$ cat config.mk
export PLATFORM = sky130hd
export DESIGN_NAME = icache_ctrl
export DESIGN_NICKNAME = d
export VERILOG_FILES = /design/src/source/icache_geom_pkg.sv /design/src/source/icache_msg_pkg.sv /design/src/source/icache_ctrl.sv
export SDC_FILE = /design/constraint.sdc
export NUM_CORES = 1
export LEC_CHECK = 0
export BUFFER_PORTS_ARGS = -buffer_cell sky130_fd_sc_hd__buf_4
export CORE_AREA = 2 2 196 198
export DETAILED_ROUTE_END_ITERATION = 6
export DIE_AREA = 0 0 198 200
export PLACE_DENSITY_LB_ADDON = 0.05
export SETUP_SLACK_MARGIN = 0.3
export SLEW_MARGIN = 0
export SYNTH_ARGS = -nofsm -noshare
export SYNTH_HDL_FRONTEND = slang
export SYNTH_SLANG_ARGS = --single-unit
$ cat constraint.sdc
create_clock -name clk -period 7 [get_ports clk]
set_input_delay 0.35 -clock clk [delete_from_list [all_inputs] [get_ports clk]]
set_output_delay 0.35 -clock clk [all_outputs]
set_load 0.01 [all_outputs]
$ cat src/source/icache_geom_pkg.sv
package icache_geom_pkg;

	//////////////////////////////
	// Geometry
	//////////////////////////////

	localparam int n_ways         = 4;                            // Associativity
	localparam int n_sets         = 64;
	localparam int tag_bits       = 22;
	localparam int index_bits     = $clog2(n_sets);               // 6 index bits for 64 sets
	localparam int words_per_line = 4;
	localparam int word_bits      = $clog2(words_per_line);
	localparam int byte_bits      = 2;                            // Byte offset inside a word
	localparam int inst_bits      = 32;
	localparam int line_bits      = words_per_line * inst_bits;   // 128 bit line
	localparam int addr_bits      = tag_bits + index_bits + word_bits + byte_bits;

	//////////////////////////////
	// Types
	//////////////////////////////

	typedef logic [n_ways-1:0] way_t;                             // One-hot way vector
	typedef logic [line_bits-1:0] line_t;

	typedef struct packed {
		logic [tag_bits-1:0]   tag;
		logic [index_bits-1:0] index;
		logic [word_bits-1:0]  word;                              // Word inside the line
		logic [byte_bits-1:0]  byte_idx;
	} icache_addr_f_t;

	// A fetch address seen either as one word or split into its fields
	typedef union packed {
		logic [addr_bits-1:0] raw;
		icache_addr_f_t       f;
	} icache_addr_u;

endpackage

$ cat src/source/icache_msg_pkg.sv
package icache_msg_pkg;

	//////////////////////////////
	// Fetch side
	//////////////////////////////

	typedef struct packed {
		logic                         valid;
		icache_geom_pkg::icache_addr_u addr;                      // Byte address of the instruction
	} fetch_req_t;

	//////////////////////////////
	// Inside the cache
	//////////////////////////////

	// Write of one line into one way of both stores
	typedef struct packed {
		logic                  en;
		icache_geom_pkg::way_t way;                               // One-hot victim way
		icache_geom_pkg::line_t line;                             // Line straight from memory
	} fill_t;

	// Output stage register, one cycle behind the lookup
	typedef struct packed {
		logic                                     valid;
		icache_geom_pkg::way_t                    hit;            // Zero means the fill line is used
		logic [icache_geom_pkg::word_bits-1:0]    word;
		icache_geom_pkg::line_t                   line;           // Captured fill line
	} stage_t;

endpackage

$ cat src/source/icache_ctrl.sv
module icache_ctrl (
	input  logic                                  clk,
	input  logic                                  rst,
	input  icache_msg_pkg::fetch_req_t            fetch,
	input  logic                                  stall,
	input  logic                                  flush,
	input  icache_geom_pkg::way_t                 hit,
	input  icache_geom_pkg::line_t                mem_line,
	output icache_geom_pkg::icache_addr_u         lookup,
	output icache_msg_pkg::fill_t                 fill,
	output icache_msg_pkg::stage_t                stage,
	output logic                                  mem_req,
	output logic [icache_geom_pkg::addr_bits-1:0] mem_addr
);
	import icache_geom_pkg::*;

	icache_addr_u held_q;                                         // Address of the fetch in the stage
	way_t         victim_q;                                       // Rotating one-hot victim
	logic         valid_q;
	way_t         hit_q;
	line_t        line_q;
	logic         miss;

	//////////////////////////////
	// Lookup and fill decision
	//////////////////////////////

	// A stalled stage replays its own address so the data store re-reads the same set
	assign lookup = stall ? held_q : fetch.addr;
	assign miss   = (hit == '0);

	always_comb begin
		fill.en   = fetch.valid && miss && !stall;                // Memory answers in the same cycle
		fill.way  = victim_q;
		fill.line = mem_line;
	end

	assign mem_req  = fill.en;
	assign mem_addr = {lookup.f.tag, lookup.f.index, {(word_bits + byte_bits){1'b0}}};

	//////////////////////////////
	// Output stage
	//////////////////////////////

	always_ff @(posedge clk) begin
		if (rst) begin
			valid_q  <= 1'b0;
			hit_q    <= '0;
			victim_q <= way_t'(1);                                // Start at way 0
		end else if (!stall) begin
			if (flush) begin
				valid_q <= 1'b0;                                  // Drop the word in flight
				hit_q   <= '0;
			end else begin
				valid_q  <= fetch.valid;
				hit_q    <= hit;
				victim_q <= {victim_q[n_ways-2:0], victim_q[n_ways-1]};
			end
		end
	end

	always_ff @(posedge clk) begin
		if (!stall) begin
			held_q <= fetch.addr;
			line_q <= mem_line;                                   // Used when the fetch missed
		end
	end

	always_comb begin
		stage.valid = valid_q;
		stage.hit   = hit_q;
		stage.word  = held_q.f.word;
		stage.line  = line_q;
	end

	a_victim_onehot: assert property (@(posedge clk) disable iff (rst) $onehot(victim_q))
		else $error("icache_ctrl: victim pointer lost its one-hot form");

endmodule

==> results of run 1 <==
## cells by family after synthesis
| group | Yosys count |
|---|---|
| multiplexers | 34 |
| other | 1 |
| AND/OR/NAND/NOR | 20 |
| AO/OA/AOI/OAI | 7 |
| flip-flops | 169 |
| buffers and inverters | 171 |
## worst max-delay path by stage
stage	start	to	cells past startpoint
6_report	stall	line_q[67]	3
5_1_grt	stall	line_q[14]	3
4_1_cts	stall	line_q[7]	3
3_5_place_dp	stall	line_q[79]	3
3_3_place_gp	stall	line_q[5]	3
2_1_floorplan	stall	line_q[0]	3
## flip-flops by register name, summed over array words and instances, names as in the netlist
register and count:
held_q 32, hit_q 4, line_q 128, valid_q 1, victim_q 4
## cells in the mapped netlist, drive strengths merged
cell	number
a21oi	6
buf	169
clkbuf	1
conb	1
dfxtp	41
edfxtp	128
inv	1
mux2	32
mux2i	2
nand2	5
nand2b	3
nor2	2
nor3	1
nor4	1
o21ai	1
or2	1
or3b	5
or4b	2
## layout make-up
| class | instances | area, um^2 | share of cell area (%) |
|---|---|---|---|
| well taps | 511 | 639 | 6.28 |
| flip-flops and latches | 169 | 4660 | 45.8 |
| multi-input cells | 65 | 557 | 5.47 |
| clock inverters | 9 | 125 | 1.23 |
| clock buffers | 22 | 444 | 4.37 |
| inverters | 1 | 6.26 | 0.0615 |
| repair buffers | 498 | 3740 | 36.7 |
## through the flow
stage               utilization [%]  std cells  area (um^2)  worst slack (ps)  hold slack [ps]
global placement               25.7       1244         9610              4340              445
floorplan                         -        405         6500              3400              441
CTS                            27.2       1275        10200              4780             59.7
finish                         27.2       1275        10200              4800              101
detailed placement             25.7       1244         9610              4290              455
global route                   27.2       1275        10200              4630             65.6
## layer usage
| metal | GRT usage [%] | routed length [um] |
|---|---|---|
| met1 | 9.60 | 7330 |
| met2 | 19.0 | 11800 |
| met3 | 3.93 | 1950 |
| met4 | 4.15 | 354 |
| met5 | 0 | 16 |
## power by group through the flow
stage          logic, mW  clock network (mW)  registers [mW]
2_1_floorplan      0.170                   0            1.24
3_3_place_gp       0.462                   0            1.21
3_5_place_dp       0.457                   0            1.21
4_1_cts            0.458               0.989            1.19
5_1_grt            0.473                1.02            1.20
6_report           0.443               0.938            1.19
==> flow_summary.ini, run 1 <==
[floorplanning]
rows = 71
coreArea_um2 = 37400
start_util_pct = 17.3
die_w_um = 198
die_h_um = 200
io_pins = 502
dieArea_um2 = 39600

[grt]
antenna_found_initial = 1
grt_pass1_vias = 4139
grtUsageTotal_pct = 10.0
grt_pass1_wl_um = 27500
grt-ovfl-total = 0
grt_max_degree = 81

[yosys]
synth_top_area_share_pct = 59.3
synth_area_um2 = 6480
yosysWarnings = 0
yosysUniqueCellTypes = 20
synth_area_per_cell_um2 = 16.1
synth_top_family_by_area = buffers and inverters
ys_seq_area_share_pct = 71.9
synth-xor-area-share_pct = 0
synthMuxAreaShare_pct = 5.87
synth.area.top_cells = edfxtp_1, buf_4, dfxtp_1, mux2_2, or3b_1
syn-instance-count = 402
yosys_register_bits = 169
synth_fa_ha_area_share_pct = 0
yosysTopAreaCell = edfxtp_1
yosys.area_share.simple_pct = 1.95
synth-compound-area-share_pct = 0.540

[sta]
final.min_clock_period_ps = 2200
max_slew.worst_pin.slew_ps = 1050
fmax_mhz = 455
setup_viol = 0
tns_ps = 0
drv_slew = 0
rsz0062_at_grt = false
hold_viol = 0
post-route-period-util_pct = 31.4
max-slew-margin-rel_pct = 30.0
skew_ps = 6.98

[pwr]
p_int_mw = 1.96
power_frac_clock_pct = 36.5
p_sw_share_pct = 23.6
p_comb_share_pct = 17.2
power_per_cell_area_nw_per_um2 = 253
ir_drop_mv = 0.164
power_mw = 2.57
p_leak_nw = 4.47
switchingPower_mw = 0.607
pwr-share-seq_pct = 46.2

[worst_hold_path]
whs_endpoint = line_q[61]
hold-path-cell-count = 1
hold_path_class = input port to flip-flop
hold_start = mem_line[61]

[drt]
remaining_drc_errors = 0
antenna_left = 0
wl_um = 21500
first_pass_iters = 4
drtIter0Drc = 102
drt-vias-per-instance = 3.30
via_count = 4206
detail_route.wl_per_cell_um = 16.8

[outcome]
status = complete, no violations

[setup_path]
r2r_end = victim_q[1]
reg2reg_slack_ps = 6070
crit_slowest_cell = inv_4
path_delay_family = buffers and inverters
ff2ff_path_depth = 2
setup.worst_path.end_class = flip-flop
startpoint_type = input port
worst_ep_required_time_ps = 7060
r2r_start = victim_q[0]
critical_path_buf_inv_count = 3
crit_chain = buf_4 > inv_4 > buf_4
cpMostUsedCell = buf_4
cp_max_fo = 80
path_class = input port to flip-flop
critical_path.max_stage_delay_ps = 760
arrival_ps = 2260

[cells_and_area]
fillerInstances = 3893
layout_commonest_cell = buf_4
final_cell_mix = buf_4, edfxtp_1, dfxtp_1, mux2_2, clkbuf_16
syn_to_final_growth_pct = 56.9
n_antenna_cell = 0
final_nets = 921
layout-drive-gt1-share_pct = 72.8

[cts]
clk_pin_slew_ps = 70
clock_sinks = 169
cts-root-buf = clkbuf_16
clk_latency_ps = 430
hold_buffers = 0
htree_levels = 4
post-cts-setup-buffer-count = 0
clk_path_buf_depth = 2
tritoncts = done
cts_resized = 0
cts_buffers = 17

[placed_design]
dp_hpwl_um = 17200
gp_congestion = 0.705
port_buffers = 497

[job]
cap_viol_max_count = 0
No activity file was read; power rests on OpenSTA's default activity.
==> run 2, diff against run 1 <==
--- a/config.mk
+++ b/config.mk
@@ -6,9 +6,9 @@
 export NUM_CORES = 1
 export LEC_CHECK = 0
 export BUFFER_PORTS_ARGS = -buffer_cell sky130_fd_sc_hd__buf_4
-export CORE_AREA = 2 2 196 198
+export CORE_AREA = 2 2 195 197
 export DETAILED_ROUTE_END_ITERATION = 6
-export DIE_AREA = 0 0 198 200
+export DIE_AREA = 0 0 197 199
 export PLACE_DENSITY_LB_ADDON = 0.05
 export SETUP_SLACK_MARGIN = 0.3
 export SLEW_MARGIN = 0
==> constraint.sdc (replaced) <==
create_clock -name clk -period 1.83 [get_ports clk]
set_input_delay 0.0915 -clock clk [delete_from_list [all_inputs] [get_ports clk]]
set_output_delay 0.0915 -clock clk [all_outputs]
set_load 0.01 [all_outputs]
==> run 2 against run 1 <==
Worst setup slack worse by 4500 ps. Critical path depth up 2. Cell count up 11%. Flip-flop and latch count unchanged. Critical path type unchanged. Largest cell class is now buffers. Largest power group unchanged.
==> flow_summary.ini, run 2 (synthesis gave the netlist of run 1 again) <==
[floorplanning]
die_h_um = 199
rows = 71
die_w_um = 197
coreArea_um2 = 37100
start_util_pct = 17.5
dieArea_um2 = 39200
io_pins = 502

[grt]
grt_pass1_wl_um = 30900
grt_max_degree = 64
grtUsageTotal_pct = 11.1
antenna_found_initial = 0
grt-ovfl-total = 0
grt_pass1_vias = 4899

[outcome]
status = complete, no violations

[cells_and_area]
layout-drive-gt1-share_pct = 60.0
layout_commonest_cell = buf_4
final_area_um2 = 11900
multi_input_area_um2 = 557
syn_to_final_growth_pct = 83.1
n_antenna_cell = 0
max_flop_register = line_q
largest_register_ffs = 128
final_cell_mix = buf_4, dlygate4sd3_1, edfxtp_1, dfxtp_1, mux2_2
largestRegisters = line_q (128), held_q (32)
final_nets = 1093
fillerInstances = 3721
seqCellArea_um2 = 4660

[drt]
via_count = 4862
first_pass_iters = 4
wl_um = 23100
remaining_drc_errors = 0
drtIter0Drc = 101
antenna_left = 0
drt-vias-per-instance = 3.45
detail_route.wl_per_cell_um = 16.4

[cts]
clk_latency_ps = 430
htree_levels = 4
clk_path_buf_depth = 2
tritoncts = done
cts-root-buf = clkbuf_16
cts_buffers = 17
clock_sinks = 169
clk_pin_slew_ps = 70

[pwr]
power_mw = 10.1
p_leak_nw = 5.18
power_per_cell_area_nw_per_um2 = 850
ir_drop_mv = 0.644

[sta]
rsz0062_at_grt = false
skew_ps = 0.620
fmax_mhz = 674
final.min_clock_period_ps = 1480
drv_slew = 0
setup_viol = 0
hold-worst-slack_ps = 167
hold_viol = 0
tns_ps = 0
post-route-period-util_pct = 81.1

[setup_path]
arrival_ps = 1850
path_class = input port to flip-flop
cp_max_fo = 9
cpMostUsedCell = dlygate4sd3_1
setup.worst_path.end_class = flip-flop
startpoint_type = input port
worst_ep_required_time_ps = 2200
crit_chain = dlygate4sd3_1 > buf_4 > or3b_1 > dlygate4sd3_1 > a21oi_1
critical_path.max_stage_delay_ps = 570
crit_slowest_cell = dlygate4sd3_1

[job]
cap_viol_max_count = 0

[placed_design]
gp_congestion = 0.697
place_area_um2 = 9630
port_buffers = 497
dp_hpwl_um = 17700

[worst_hold_path]
hold_path_class = input port to flip-flop
==> run 2: cell types whose count changed in the layout (fill, tap and decap cells not counted) <==
cell / before / now
buf_12: 0 / 3
buf_4: 498 / 499
bufinv_16: 3 / 2
clkbuf_1: 5 / 2
clkinv_1: 2 / 4
clkinv_2: 2 / 1
clkinvlp_4: 0 / 4
dlygate4sd3_1: 0 / 168
inv_4: 1 / 0
inv_6: 0 / 1
==> run 2: path summary, 6_finish.rpt <==
kind                                   to  cells past startpoint  slack, ps     start
worst min register to register   hit_q[1]                      2        470  hit_q[1]
worst max register to register   hit_q[0]                      3        700  hit_q[0]
worst min-delay path            held_q[0]                      2        170     stall
worst max-delay path              valid_q                      5        350     flush
==> run 2: report_power, final <==
group          switching (mW)  internal (mW)
Clock                    1.54           2.00
Sequential             0.0815           4.46
Combinational           0.854           1.16
Total                    2.48           7.61
==> run 2: worst max-delay path, delay by kind of cell <==
family / cells / cell delay [ps]
AND/OR/NAND/NOR: 1 / 350
AO/OA/AOI/OAI: 1 / 140
buffers and inverters: 3 / 1270
==> run 2: timing repair <==
| action | in CTS | in global routing |
|---|---|---|
| hold buffers | 168 | 0 |
| buffers inserted | 0 | 0 |
| hold endpoints to repair | 166 | 0 |
| gates resized for setup | 0 | 0 |
==> run 2: layer usage <==
| metal | share of wire (%) | vias to the layer above | track usage [%] |
|---|---|---|---|
| met2 | 55 | 279 | 21.1 |
| met4 | 1.2 | 0 | 3.51 |
| met1 | 35 | 2281 | 10.6 |
| met5 | 0 | - | 0 |
| li1 | - | 2286 | - |
| met3 | 9.2 | 16 | 4.85 |
==> run 2: per-stage QoR <==
| step | setup slack (ps) | util, % | instances |
|---|---|---|---|
| 5_1_grt | 324 | 32.0 | 1411 |
| 3_5_place_dp | 392 | 25.9 | 1211 |
| 3_3_place_gp | 404 | 25.9 | 1211 |
| 4_1_cts | 396 | 32.0 | 1411 |
| 2_1_floorplan | -753 | - | 405 |
| 6_report | 346 | 32.0 | 1411 |
==> run 2: cell type report <==
type	instances	area share (%)
inverter	1	0.0632
sequential	169	39.3
clock buffer	19	3.65
clock inverter	13	1.09
timing repair buffer	670	46.2
multi-input combinational	65	4.69
tap	474	5.00
