## src/source/icache_geom_pkg.sv

```systemverilog
package icache_geom_pkg;

	//////////////////////////////
	// Geometry
	//////////////////////////////

	localparam int n_ways         = 4;                            // Associativity
	localparam int n_sets         = 64;
	localparam int tag_bits       = 22;
	localparam int index_bits     = $clog2(n_sets);               // 6 index bits for 64 sets
	localparam int words_per_line = 4;
	localparam int word_bits      = $clog2(words_per_line);
	localparam int byte_bits      = 2;                            // Byte offset inside a word
	localparam int inst_bits      = 32;
	localparam int line_bits      = words_per_line * inst_bits;   // 128 bit line
	localparam int addr_bits      = tag_bits + index_bits + word_bits + byte_bits;

	//////////////////////////////
	// Types
	//////////////////////////////

	typedef logic [n_ways-1:0] way_t;                             // One-hot way vector
	typedef logic [line_bits-1:0] line_t;

	typedef struct packed {
		logic [tag_bits-1:0]   tag;
		logic [index_bits-1:0] index;
		logic [word_bits-1:0]  word;                              // Word inside the line
		logic [byte_bits-1:0]  byte_idx;
	} icache_addr_f_t;

	// A fetch address seen either as one word or split into its fields
	typedef union packed {
		logic [addr_bits-1:0] raw;
		icache_addr_f_t       f;
	} icache_addr_u;

endpackage

```

## src/source/icache_msg_pkg.sv

```systemverilog
package icache_msg_pkg;

	//////////////////////////////
	// Fetch side
	//////////////////////////////

	typedef struct packed {
		logic                         valid;
		icache_geom_pkg::icache_addr_u addr;                      // Byte address of the instruction
	} fetch_req_t;

	//////////////////////////////
	// Inside the cache
	//////////////////////////////

	// Write of one line into one way of both stores
	typedef struct packed {
		logic                  en;
		icache_geom_pkg::way_t way;                               // One-hot victim way
		icache_geom_pkg::line_t line;                             // Line straight from memory
	} fill_t;

	// Output stage register, one cycle behind the lookup
	typedef struct packed {
		logic                                     valid;
		icache_geom_pkg::way_t                    hit;            // Zero means the fill line is used
		logic [icache_geom_pkg::word_bits-1:0]    word;
		icache_geom_pkg::line_t                   line;           // Captured fill line
	} stage_t;

endpackage

```

## src/source/icache_out_sel.sv

```systemverilog
module icache_out_sel (
	input  icache_msg_pkg::stage_t                               stage,
	input  icache_geom_pkg::line_t [icache_geom_pkg::n_ways-1:0] rd_lines,
	output logic [icache_geom_pkg::inst_bits-1:0]                inst,
	output logic                                                 inst_valid
);
	import icache_geom_pkg::*;

	line_t sel_line;

	//////////////////////////////
	// Way and word select
	//////////////////////////////

	always_comb begin
		sel_line = stage.line;                                    // Miss takes the captured fill line
		for (int w = 0; w < n_ways; w++) begin
			if (stage.hit[w]) begin
				sel_line = rd_lines[w];
			end
		end
	end

	assign inst       = sel_line[stage.word * inst_bits +: inst_bits];
	assign inst_valid = stage.valid;

	// A valid stage must name at most one way
	always_comb begin
		if (stage.valid === 1'b1) begin
			a_stage_hit_onehot0: assert ($onehot0(stage.hit))
				else $error("icache_out_sel: stage names more than one hit way");
		end
	end

endmodule

```

## config.mk

```make
export PLATFORM = sky130hd
export DESIGN_NAME = icache_out_sel
export DESIGN_NICKNAME = d
export VERILOG_FILES = /design/src/source/icache_geom_pkg.sv /design/src/source/icache_msg_pkg.sv /design/src/source/icache_out_sel.sv
export SDC_FILE = /design/constraint.sdc
export NUM_CORES = 1
export LEC_CHECK = 0
export BUFFER_PORTS_ARGS = -buffer_cell sky130_fd_sc_hd__buf_2
export CAP_MARGIN = 5
export CORE_AREA = 5 5 264 266
export DETAILED_ROUTE_END_ITERATION = 6
export DIE_AREA = 0 0 269 271
export PLACE_DENSITY = 0.32
export SLEW_MARGIN = 0
export SYNTH_ARGS = -nofsm -noshare
export SYNTH_HDL_FRONTEND = slang
export SYNTH_SLANG_ARGS = --single-unit
export TNS_END_PERCENT = 5
```

## constraint.sdc

```tcl
create_clock -name vclk -period 1.99
set_input_delay 0.2985 -clock vclk [all_inputs]
set_output_delay 0.2985 -clock vclk [all_outputs]
set_load 0.02 [all_outputs]
```

==> flow_metrics.py, run 1 <==
metrics = {
    "grt": {
        "grt_first_pass_wirelength_um": 63600,
        "antenna_found_initial": 10,
        "grt_max_degree": 50,
        "grt_pass1_vias": 9624,
        "globalRouteTotalUtil": 0.115,
        "overflow": 0,
    },
    "placement": {
        "place_ws_ps": -553,
        "hpwl_um": 41300,
        "io_buffers": 678,
        "globalplace.congestion": 0.860,
    },
    "die": {
        "start_util": 0.0723,
        "die_w_um": 269,
        "row_count": 95,
        "dieArea_sq_um": 72900,
        "core_area_sq_um": 66800,
        "die_h_um": 271,
        "boundaryPins": 680,
    },
    "worst_setup_path": {
        "crit_arrival_ps": 2010,
        "critPathKind": "in2out",
        "cp_max_fo": 49,
        "worstPathRequired_ps": 1690,
        "end_kind": "output pin",
        "cp-start-kind": "input port",
    },
    "synth": {
        "synth_top_area_cell": "mux2_2",
        "synth_commonest_cells": "142 x o22ai_1, 121 x mux2_2, 65 x o221ai_1",
        "synthTopCellsByArea": "mux2_2 28%, o22ai_1 18%, o221ai_1 12%",
        "netlist_area_sq_um": 4830,
        "avgSynthCellArea_sq_um": 7.88,
        "ys_warn_count": 0,
        "synth_most_common_cell": "o22ai_1",
        "syn-num-nets": 1260,
        "syn_inst": 613,
        "ys_seq_area_frac": 0,
        "yosysTopAreaCellShare": 0.282,
        "synthDistinctLibCells": 31,
    },
    "route": {
        "post_drt_wl_per_cell_um": 21.3,
        "drc": 0,
        "drt_pre_antenna_iters": 5,
        "routed_wirelength_um": 46900,
        "detailroute.via_count": 8901,
        "routed_via_density": 4.04,
        "ant_nets": 0,
        "drt_iter0_drc": 432,
    },
    "sta": {
        "max_freq_ghz": 0.434,
        "grt_setup_unrepaired": "true",
        "setup_viol": 32,
        "drv_slew": 0,
        "tightestPinTransition_ps": 493,
        "relSlewSlack": 0.668,
        "layout_worst_path_cycle_share": 1.16,
        "timing.final.hold_violations": 0,
        "layout_setup_ws_ps": -316,
        "min_period_ps": 2310,
    },
    "layout": {
        "multi_input_area_sq_um": 4620,
        "nClkBuffers": 0,
        "seq_cell_count": 0,
        "nets": 1979,
        "seqCellArea_sq_um": 0,
        "post-route-util": 0.156,
        "drive_above_1_share": 0.738,
        "n_fill_cell": 7708,
        "area_delta_synth_final_pct": 116,
    },
    "run": {
        "cap_violations": 0,
    },
    "clock_tree": {
        "ctsHoldBuffers": 0,
    },
    "status": {
        "status": "complete, but fails checks",
        "violations": "negative setup slack",
    },
    "power_and_ir_drop": {
        "ir_worst_vdd_uv": 70.4,
        "leakage_nw": 4.73,
        "power_density_nw_per_um2": 229,
    },
    "min_path": {
        "holdCritPathClass": "in2out",
    },
}
[power breakdown]
part / switching, W / internal (W) / leakage (nW)
combinational: 0.00113 / 0.00126 / 4.73
sequential: 0 / 0 / 0
clock: 0 / 0.000000000135 / 0.0000127
[through the flow]
stage | hold slack (ps) | power [W] | std cells | cell area (sq um) | setup TNS (ps)
after detailed placement | 597 | 0.00232 | 2199 | 10100 | -9540
after floorplan | 710 | 0.000992 | 613 | 4830 | 0
after CTS | 597 | 0.00242 | 2203 | 10400 | -7280
final | 597 | 0.00239 | 2205 | 10500 | -7480
after global placement | 597 | 0.00234 | 2199 | 10100 | -8880
after global routing | 597 | 0.00258 | 2204 | 10400 | -9330
[per-layer routing]
metal / GRT usage / wire, um
met5: 0 / 0
met2: 0.219 / 23900
met3: 0.0234 / 3840
met1: 0.130 / 17500
met4: 0.0288 / 1560
[placed cells by master (no fill, tap or decap), drive strengths merged]
cell type  count
nor3           1
o22ai        152
o21ai         32
a211o          5
bufbuf         1
o2111ai        1
a31oi          6
or3b           1
a221o          1
nor2b          1
buf          805
o221ai        65
o32ai         31
o221a          6
mux2         121
or3            6
mux2i         33
diode          2
a211oi        26
nand2          2
or2            1
nand2b         1
o22a          26
inv            4
nor2           2
[critical path: stages]
cell and delay [ps]:
buf_2 140, or3b_4 460, buf_16 200, o22ai_4 210, o32ai_2 110, buf_4 160, o22a_1 180, buf_2 160
[what timing repair did]
action / 4_1_cts / 5_1_grt
buffers inserted: 3 / 0
endpoints found under the setup margin: 32 / 32
cloned: 1 / 0
resized for setup: 47 / 4
pin swaps: 6 / 0
[kinds of logic (layout without fill, tap and decap cells)]
group | count (synthesis) | count (layout) | synth area share
muxes | 154 | 154 | 0.351
buffers and inverters | 93 | 810 | 0.0925
and+or+nand+nor | 15 | 15 | 0.0176
AOI/OAI and AO/OA | 351 | 351 | 0.539
other | 0 | 2 | 0
[final timing paths]
path                         end        from  depth (start not counted)  slack (ps)
worst max-delay path     inst[8]  stage[132]                          8        -320
worst min-delay path  inst_valid  stage[134]                          0         600
[layout make-up]
cell class	count	area share
timing repair buffer	806	0.451
multi-input combinational	520	0.442
tap	873	0.105
inverter	4	0.00215
antenna	2	0.000479
No activity file was read; power rests on OpenSTA's default activity.
==> run 2: changes to the inputs <==
clock period = 2.43 ns   (was 1.99 ns; I/O delays follow)
==> flow_metrics.py, run 2 (synthesized netlist as in run 1, its figures left out) <==
metrics = {
    "status": {
        "violations": "negative setup slack",
        "status": "complete, but fails checks",
    },
    "layout": {
        "final_common_cell": "buf_2",
        "nets": 1947,
        "area_delta_synth_final_pct": 109,
        "final_cell_mix": "673 x buf_2, 132 x o22ai_1, 120 x mux2_2",
        "drive_above_1_share": 0.725,
        "n_fill_cell": 7796,
        "seqCellArea_sq_um": 0,
        "nClkBuffers": 0,
        "seq_cell_count": 0,
    },
    "min_path": {
        "worstHoldStart": "stage[134]",
        "hold_depth": 0,
        "min_to": "inst_valid",
        "holdCritPathClass": "in2out",
    },
    "route": {
        "routed_wirelength_um": 46400,
        "drc": 0,
        "top_layer_used": "met4",
        "routed_via_density": 4.04,
        "detailroute.via_count": 8790,
        "ant_nets": 0,
        "drt_pre_antenna_iters": 6,
        "drt_iter0_drc": 402,
        "met3_length_um": 3290,
        "post_drt_wl_per_cell_um": 21.3,
        "met2_length_um": 24200,
        "wl_met1_um": 17500,
    },
    "grt": {
        "globalRouteTotalUtil": 0.114,
        "antenna_found_initial": 13,
        "grt_max_degree": 62,
        "overflow": 0,
        "grt_pass1_vias": 9499,
        "grt_first_pass_wirelength_um": 63000,
    },
    "worst_setup_path": {
        "crit_arrival_ps": 2090,
        "critPathKind": "in2out",
        "worstPathRequired_ps": 2070,
        "cp_max_fo": 44,
        "cp-start-kind": "input port",
        "end_kind": "output pin",
    },
    "die": {
        "start_util": 0.0723,
        "boundaryPins": 680,
        "die_w_um": 269,
        "row_count": 95,
        "dieArea_sq_um": 72900,
        "die_h_um": 271,
        "core_area_sq_um": 66800,
    },
    "power_and_ir_drop": {
        "finalPower_w": 0.00189,
        "p_comb_frac": 1.000,
        "seqPwrFrac": 0,
        "leakage_nw": 4.54,
        "ir_worst_vdd_uv": 60.0,
        "p_int_w": 0.000976,
        "power_density_nw_per_um2": 187,
        "clockPowerShare": 0,
        "p_sw_w": 0.000911,
        "p_sw_frac": 0.483,
    },
    "sta": {
        "layout_setup_ws_ps": -26.3,
        "max_freq_ghz": 0.407,
        "timing.final.hold_violations": 0,
        "relSlewSlack": 0.651,
        "layout_worst_path_cycle_share": 1.01,
        "drv_slew": 0,
        "min_period_ps": 2460,
        "tightestPinTransition_ps": 523,
        "grt_setup_unrepaired": "true",
        "setup_viol": 4,
    },
    "run": {
        "cap_violations": 0,
    },
    "clock_tree": {
        "post_cts_buffers": 0,
        "ctsHoldBuffers": 0,
    },
    "placement": {
        "place_ws_ps": -249,
        "hpwl_um": 41100,
        "io_buffers": 678,
        "globalplace.congestion": 0.864,
    },
}
==> run 2: cell count changes in the layout (fill, tap and decap cells not counted), sizes merged <==
cell,before,now
bufbuf,1,0
diode,2,3
buf,805,774
==> run 2: metal layers <==
layer	GRT usage	vias up
met5	0	-
met4	0.0259	0
met3	0.0174	66
met1	0.128	4132
li1	-	4074
met2	0.221	518
==> run 2: final cells by class <==
type / count / area, sq um / area share
Antenna cell: 3 / 7.51 / 0.000744
Inverter: 4 / 17.5 / 0.00174
Multi-Input combinational cell: 520 / 4550 / 0.451
Tap cell: 873 / 1090 / 0.108
Timing Repair Buffer: 774 / 4420 / 0.438
==> run 2: worst max path at each step <==
stage	endpoint	startpoint	slack, ps
after global placement	inst[15]	stage[133]	-220
after floorplan	inst[31]	stage[133]	330
final	inst[8]	stage[133]	-30
after detailed placement	inst[20]	stage[133]	-250
after global routing	inst[8]	stage[133]	-60
after CTS	inst[15]	stage[133]	-20
==> run 2: critical path: stages <==
cell and delay [ps]:
buf_2 150, or3b_4 470, buf_12 190, o22ai_2 220
o32ai_2 120, buf_4 160, o22a_1 170, buf_2 160
==> run 2: power by group through the flow <==
| stage | clock (W) | combinational (W) | sequential (W) |
|---|---|---|---|
| 4_1_cts | 0 | 0.00188 | 0 |
| 5_1_grt | 0.000000000110 | 0.00203 | 0 |
| 3_5_place_dp | 0 | 0.00186 | 0 |
| 6_report | 0.000000000166 | 0.00189 | 0 |
| 2_1_floorplan | 0 | 0.000812 | 0 |
| 3_3_place_gp | 0 | 0.00187 | 0 |
==> run 2: metrics by stage <==
stage               instances  setup TNS, ps  instance area, sq um  hold WS (ps)  utilization
global placement         2171           -636                  9910           729        0.148
CTS                      2171          -24.1                  9960           729        0.149
finish                   2174          -54.9                 10100           729        0.151
detailed placement       2171           -701                  9910           729        0.148
floorplan                 613              0                  4830           842            -
global route             2173           -348                 10100           729        0.151
==> run 2: repair_timing <==
| item | CTS | global route |
|---|---|---|
| setup endpoints to repair | 7 | 22 |
| pin swaps | 1 | 6 |
| gates resized for setup | 8 | 23 |
==> run 3: changes to the inputs <==
CORE_AREA = 10 10 254 256   (was 5 5 264 266)
DIE_AREA = 0 0 264 266   (was 0 0 269 271)
PLACE_DENSITY = 0.34   (was 0.32)
TNS_END_PERCENT = 30   (was 5)
==> flow_metrics.py, run 3 (synthesized netlist as in run 1, its figures left out) <==
metrics = {
    "status": {
        "status": "complete, but fails checks",
        "violations": "negative setup slack",
    },
    "route": {
        "ant_nets": 0,
        "drt_pre_antenna_iters": 4,
        "detailroute.via_count": 8794,
        "routed_via_density": 4.24,
        "routed_wirelength_um": 50300,
        "post_drt_wl_per_cell_um": 24.2,
        "drt_iter0_drc": 373,
        "drc": 0,
    },
    "grt": {
        "grt_max_degree": 50,
        "globalRouteTotalUtil": 0.130,
        "met3_usage": 0.0388,
        "grt_pass1_vias": 9733,
        "grtUsageMet2": 0.242,
        "overflow": 0,
        "busiest_layer": "met2",
        "grt_use_met1": 0.142,
        "antenna_found_initial": 10,
        "grt_first_pass_wirelength_um": 69300,
    },
    "run": {
        "cap_violations": 0,
    },
    "layout": {
        "drive_above_1_share": 0.714,
        "post-route-util": 0.164,
        "final_cell_mix": "672 x buf_2, 138 x o22ai_1, 121 x mux2_2",
        "area_delta_synth_final_pct": 103,
        "seqCellArea_sq_um": 0,
        "antenna_cells": 0,
        "seq_cell_count": 0,
        "final_common_cell": "buf_2",
        "nClkBuffers": 0,
        "nets": 1943,
    },
    "clock_tree": {
        "post_cts_buffers": 0,
    },
    "sta": {
        "layout_setup_ws_ps": -25.8,
        "setup_tns_ps": -25.8,
        "setup_viol": 1,
        "min_period_ps": 2460,
        "hold_slack_ps": 729,
        "grt_setup_unrepaired": "true",
        "drv_slew": 0,
        "tightestPinTransition_ps": 530,
        "relSlewSlack": 0.636,
        "max_freq_ghz": 0.407,
        "timing.final.hold_violations": 0,
        "layout_worst_path_cycle_share": 1.01,
    },
    "worst_setup_path": {
        "crit_chain": "clkbuf_4 > or3b_4 > buf_12 > o22ai_1 > o32ai_1 > o22a_1 > buf_2",
        "end_kind": "output pin",
        "cp_max_fo": 40,
        "cp-start-kind": "input port",
        "critPathKind": "in2out",
        "critPathMaxStageDelay_ps": 420,
        "crit_arrival_ps": 2090,
        "worstPathRequired_ps": 2070,
        "crit_slowest_cell": "or3b_4",
    },
    "die": {
        "dieArea_sq_um": 70200,
        "die_w_um": 264,
        "die_h_um": 266,
        "boundaryPins": 680,
        "start_util": 0.0809,
        "core_area_sq_um": 59700,
        "row_count": 90,
    },
    "placement": {
        "globalplace.congestion": 0.882,
        "io_buffers": 678,
        "place_ws_ps": -232,
        "hpwl_um": 44500,
    },
    "power_and_ir_drop": {
        "ir_worst_vdd_uv": 80.6,
        "power_density_nw_per_um2": 190,
        "leakage_nw": 4.48,
    },
    "min_path": {
        "holdCritPathClass": "in2out",
    },
}
## run 3: report_power, final
part	internal [W]	total, W	switching, W
clock network	0	0	0
logic	0.000956	0.00187	0.000914
registers	0	0	0
## run 3: final timing paths
check,cells past startpoint,start,slack [ps],endpoint
min,0,stage[134],730,inst_valid
max,7,stage[133],-30,inst[30]
## run 3: layer usage
metal	vias to the layer above	share of wire
met5	-	0.00093
met4	8	0.028
met3	58	0.087
met2	513	0.51
met1	4149	0.37
li1	4066	-
## run 3: repair_timing
action	CTS	global route
hold buffers	0	0
pin swaps	1	4
resized for setup	6	10
endpoints found under the setup margin	5	14
## run 3: cell type report
class                      instances  area (sq um)
inverter                           4          17.5
timing repair buffer             770          4350
fill                            6926         49900
multi-input combinational        520          4470
tap                              782           978
## run 3: through the flow
stage,std cells,power (W),instance area [sq um]
floorplan,613,0.000812,4830
global placement,2076,0.00187,9730
detailed placement,2076,0.00186,9730
CTS,2076,0.00188,9770
global route,2076,0.00201,9810
finish,2076,0.00187,9810
## run 3: worst max-delay path: cells and delay by family
family / cells / cell delay (ps)
simple gates: 1 / 420
buf+inv: 3 / 520
compound gates: 3 / 720
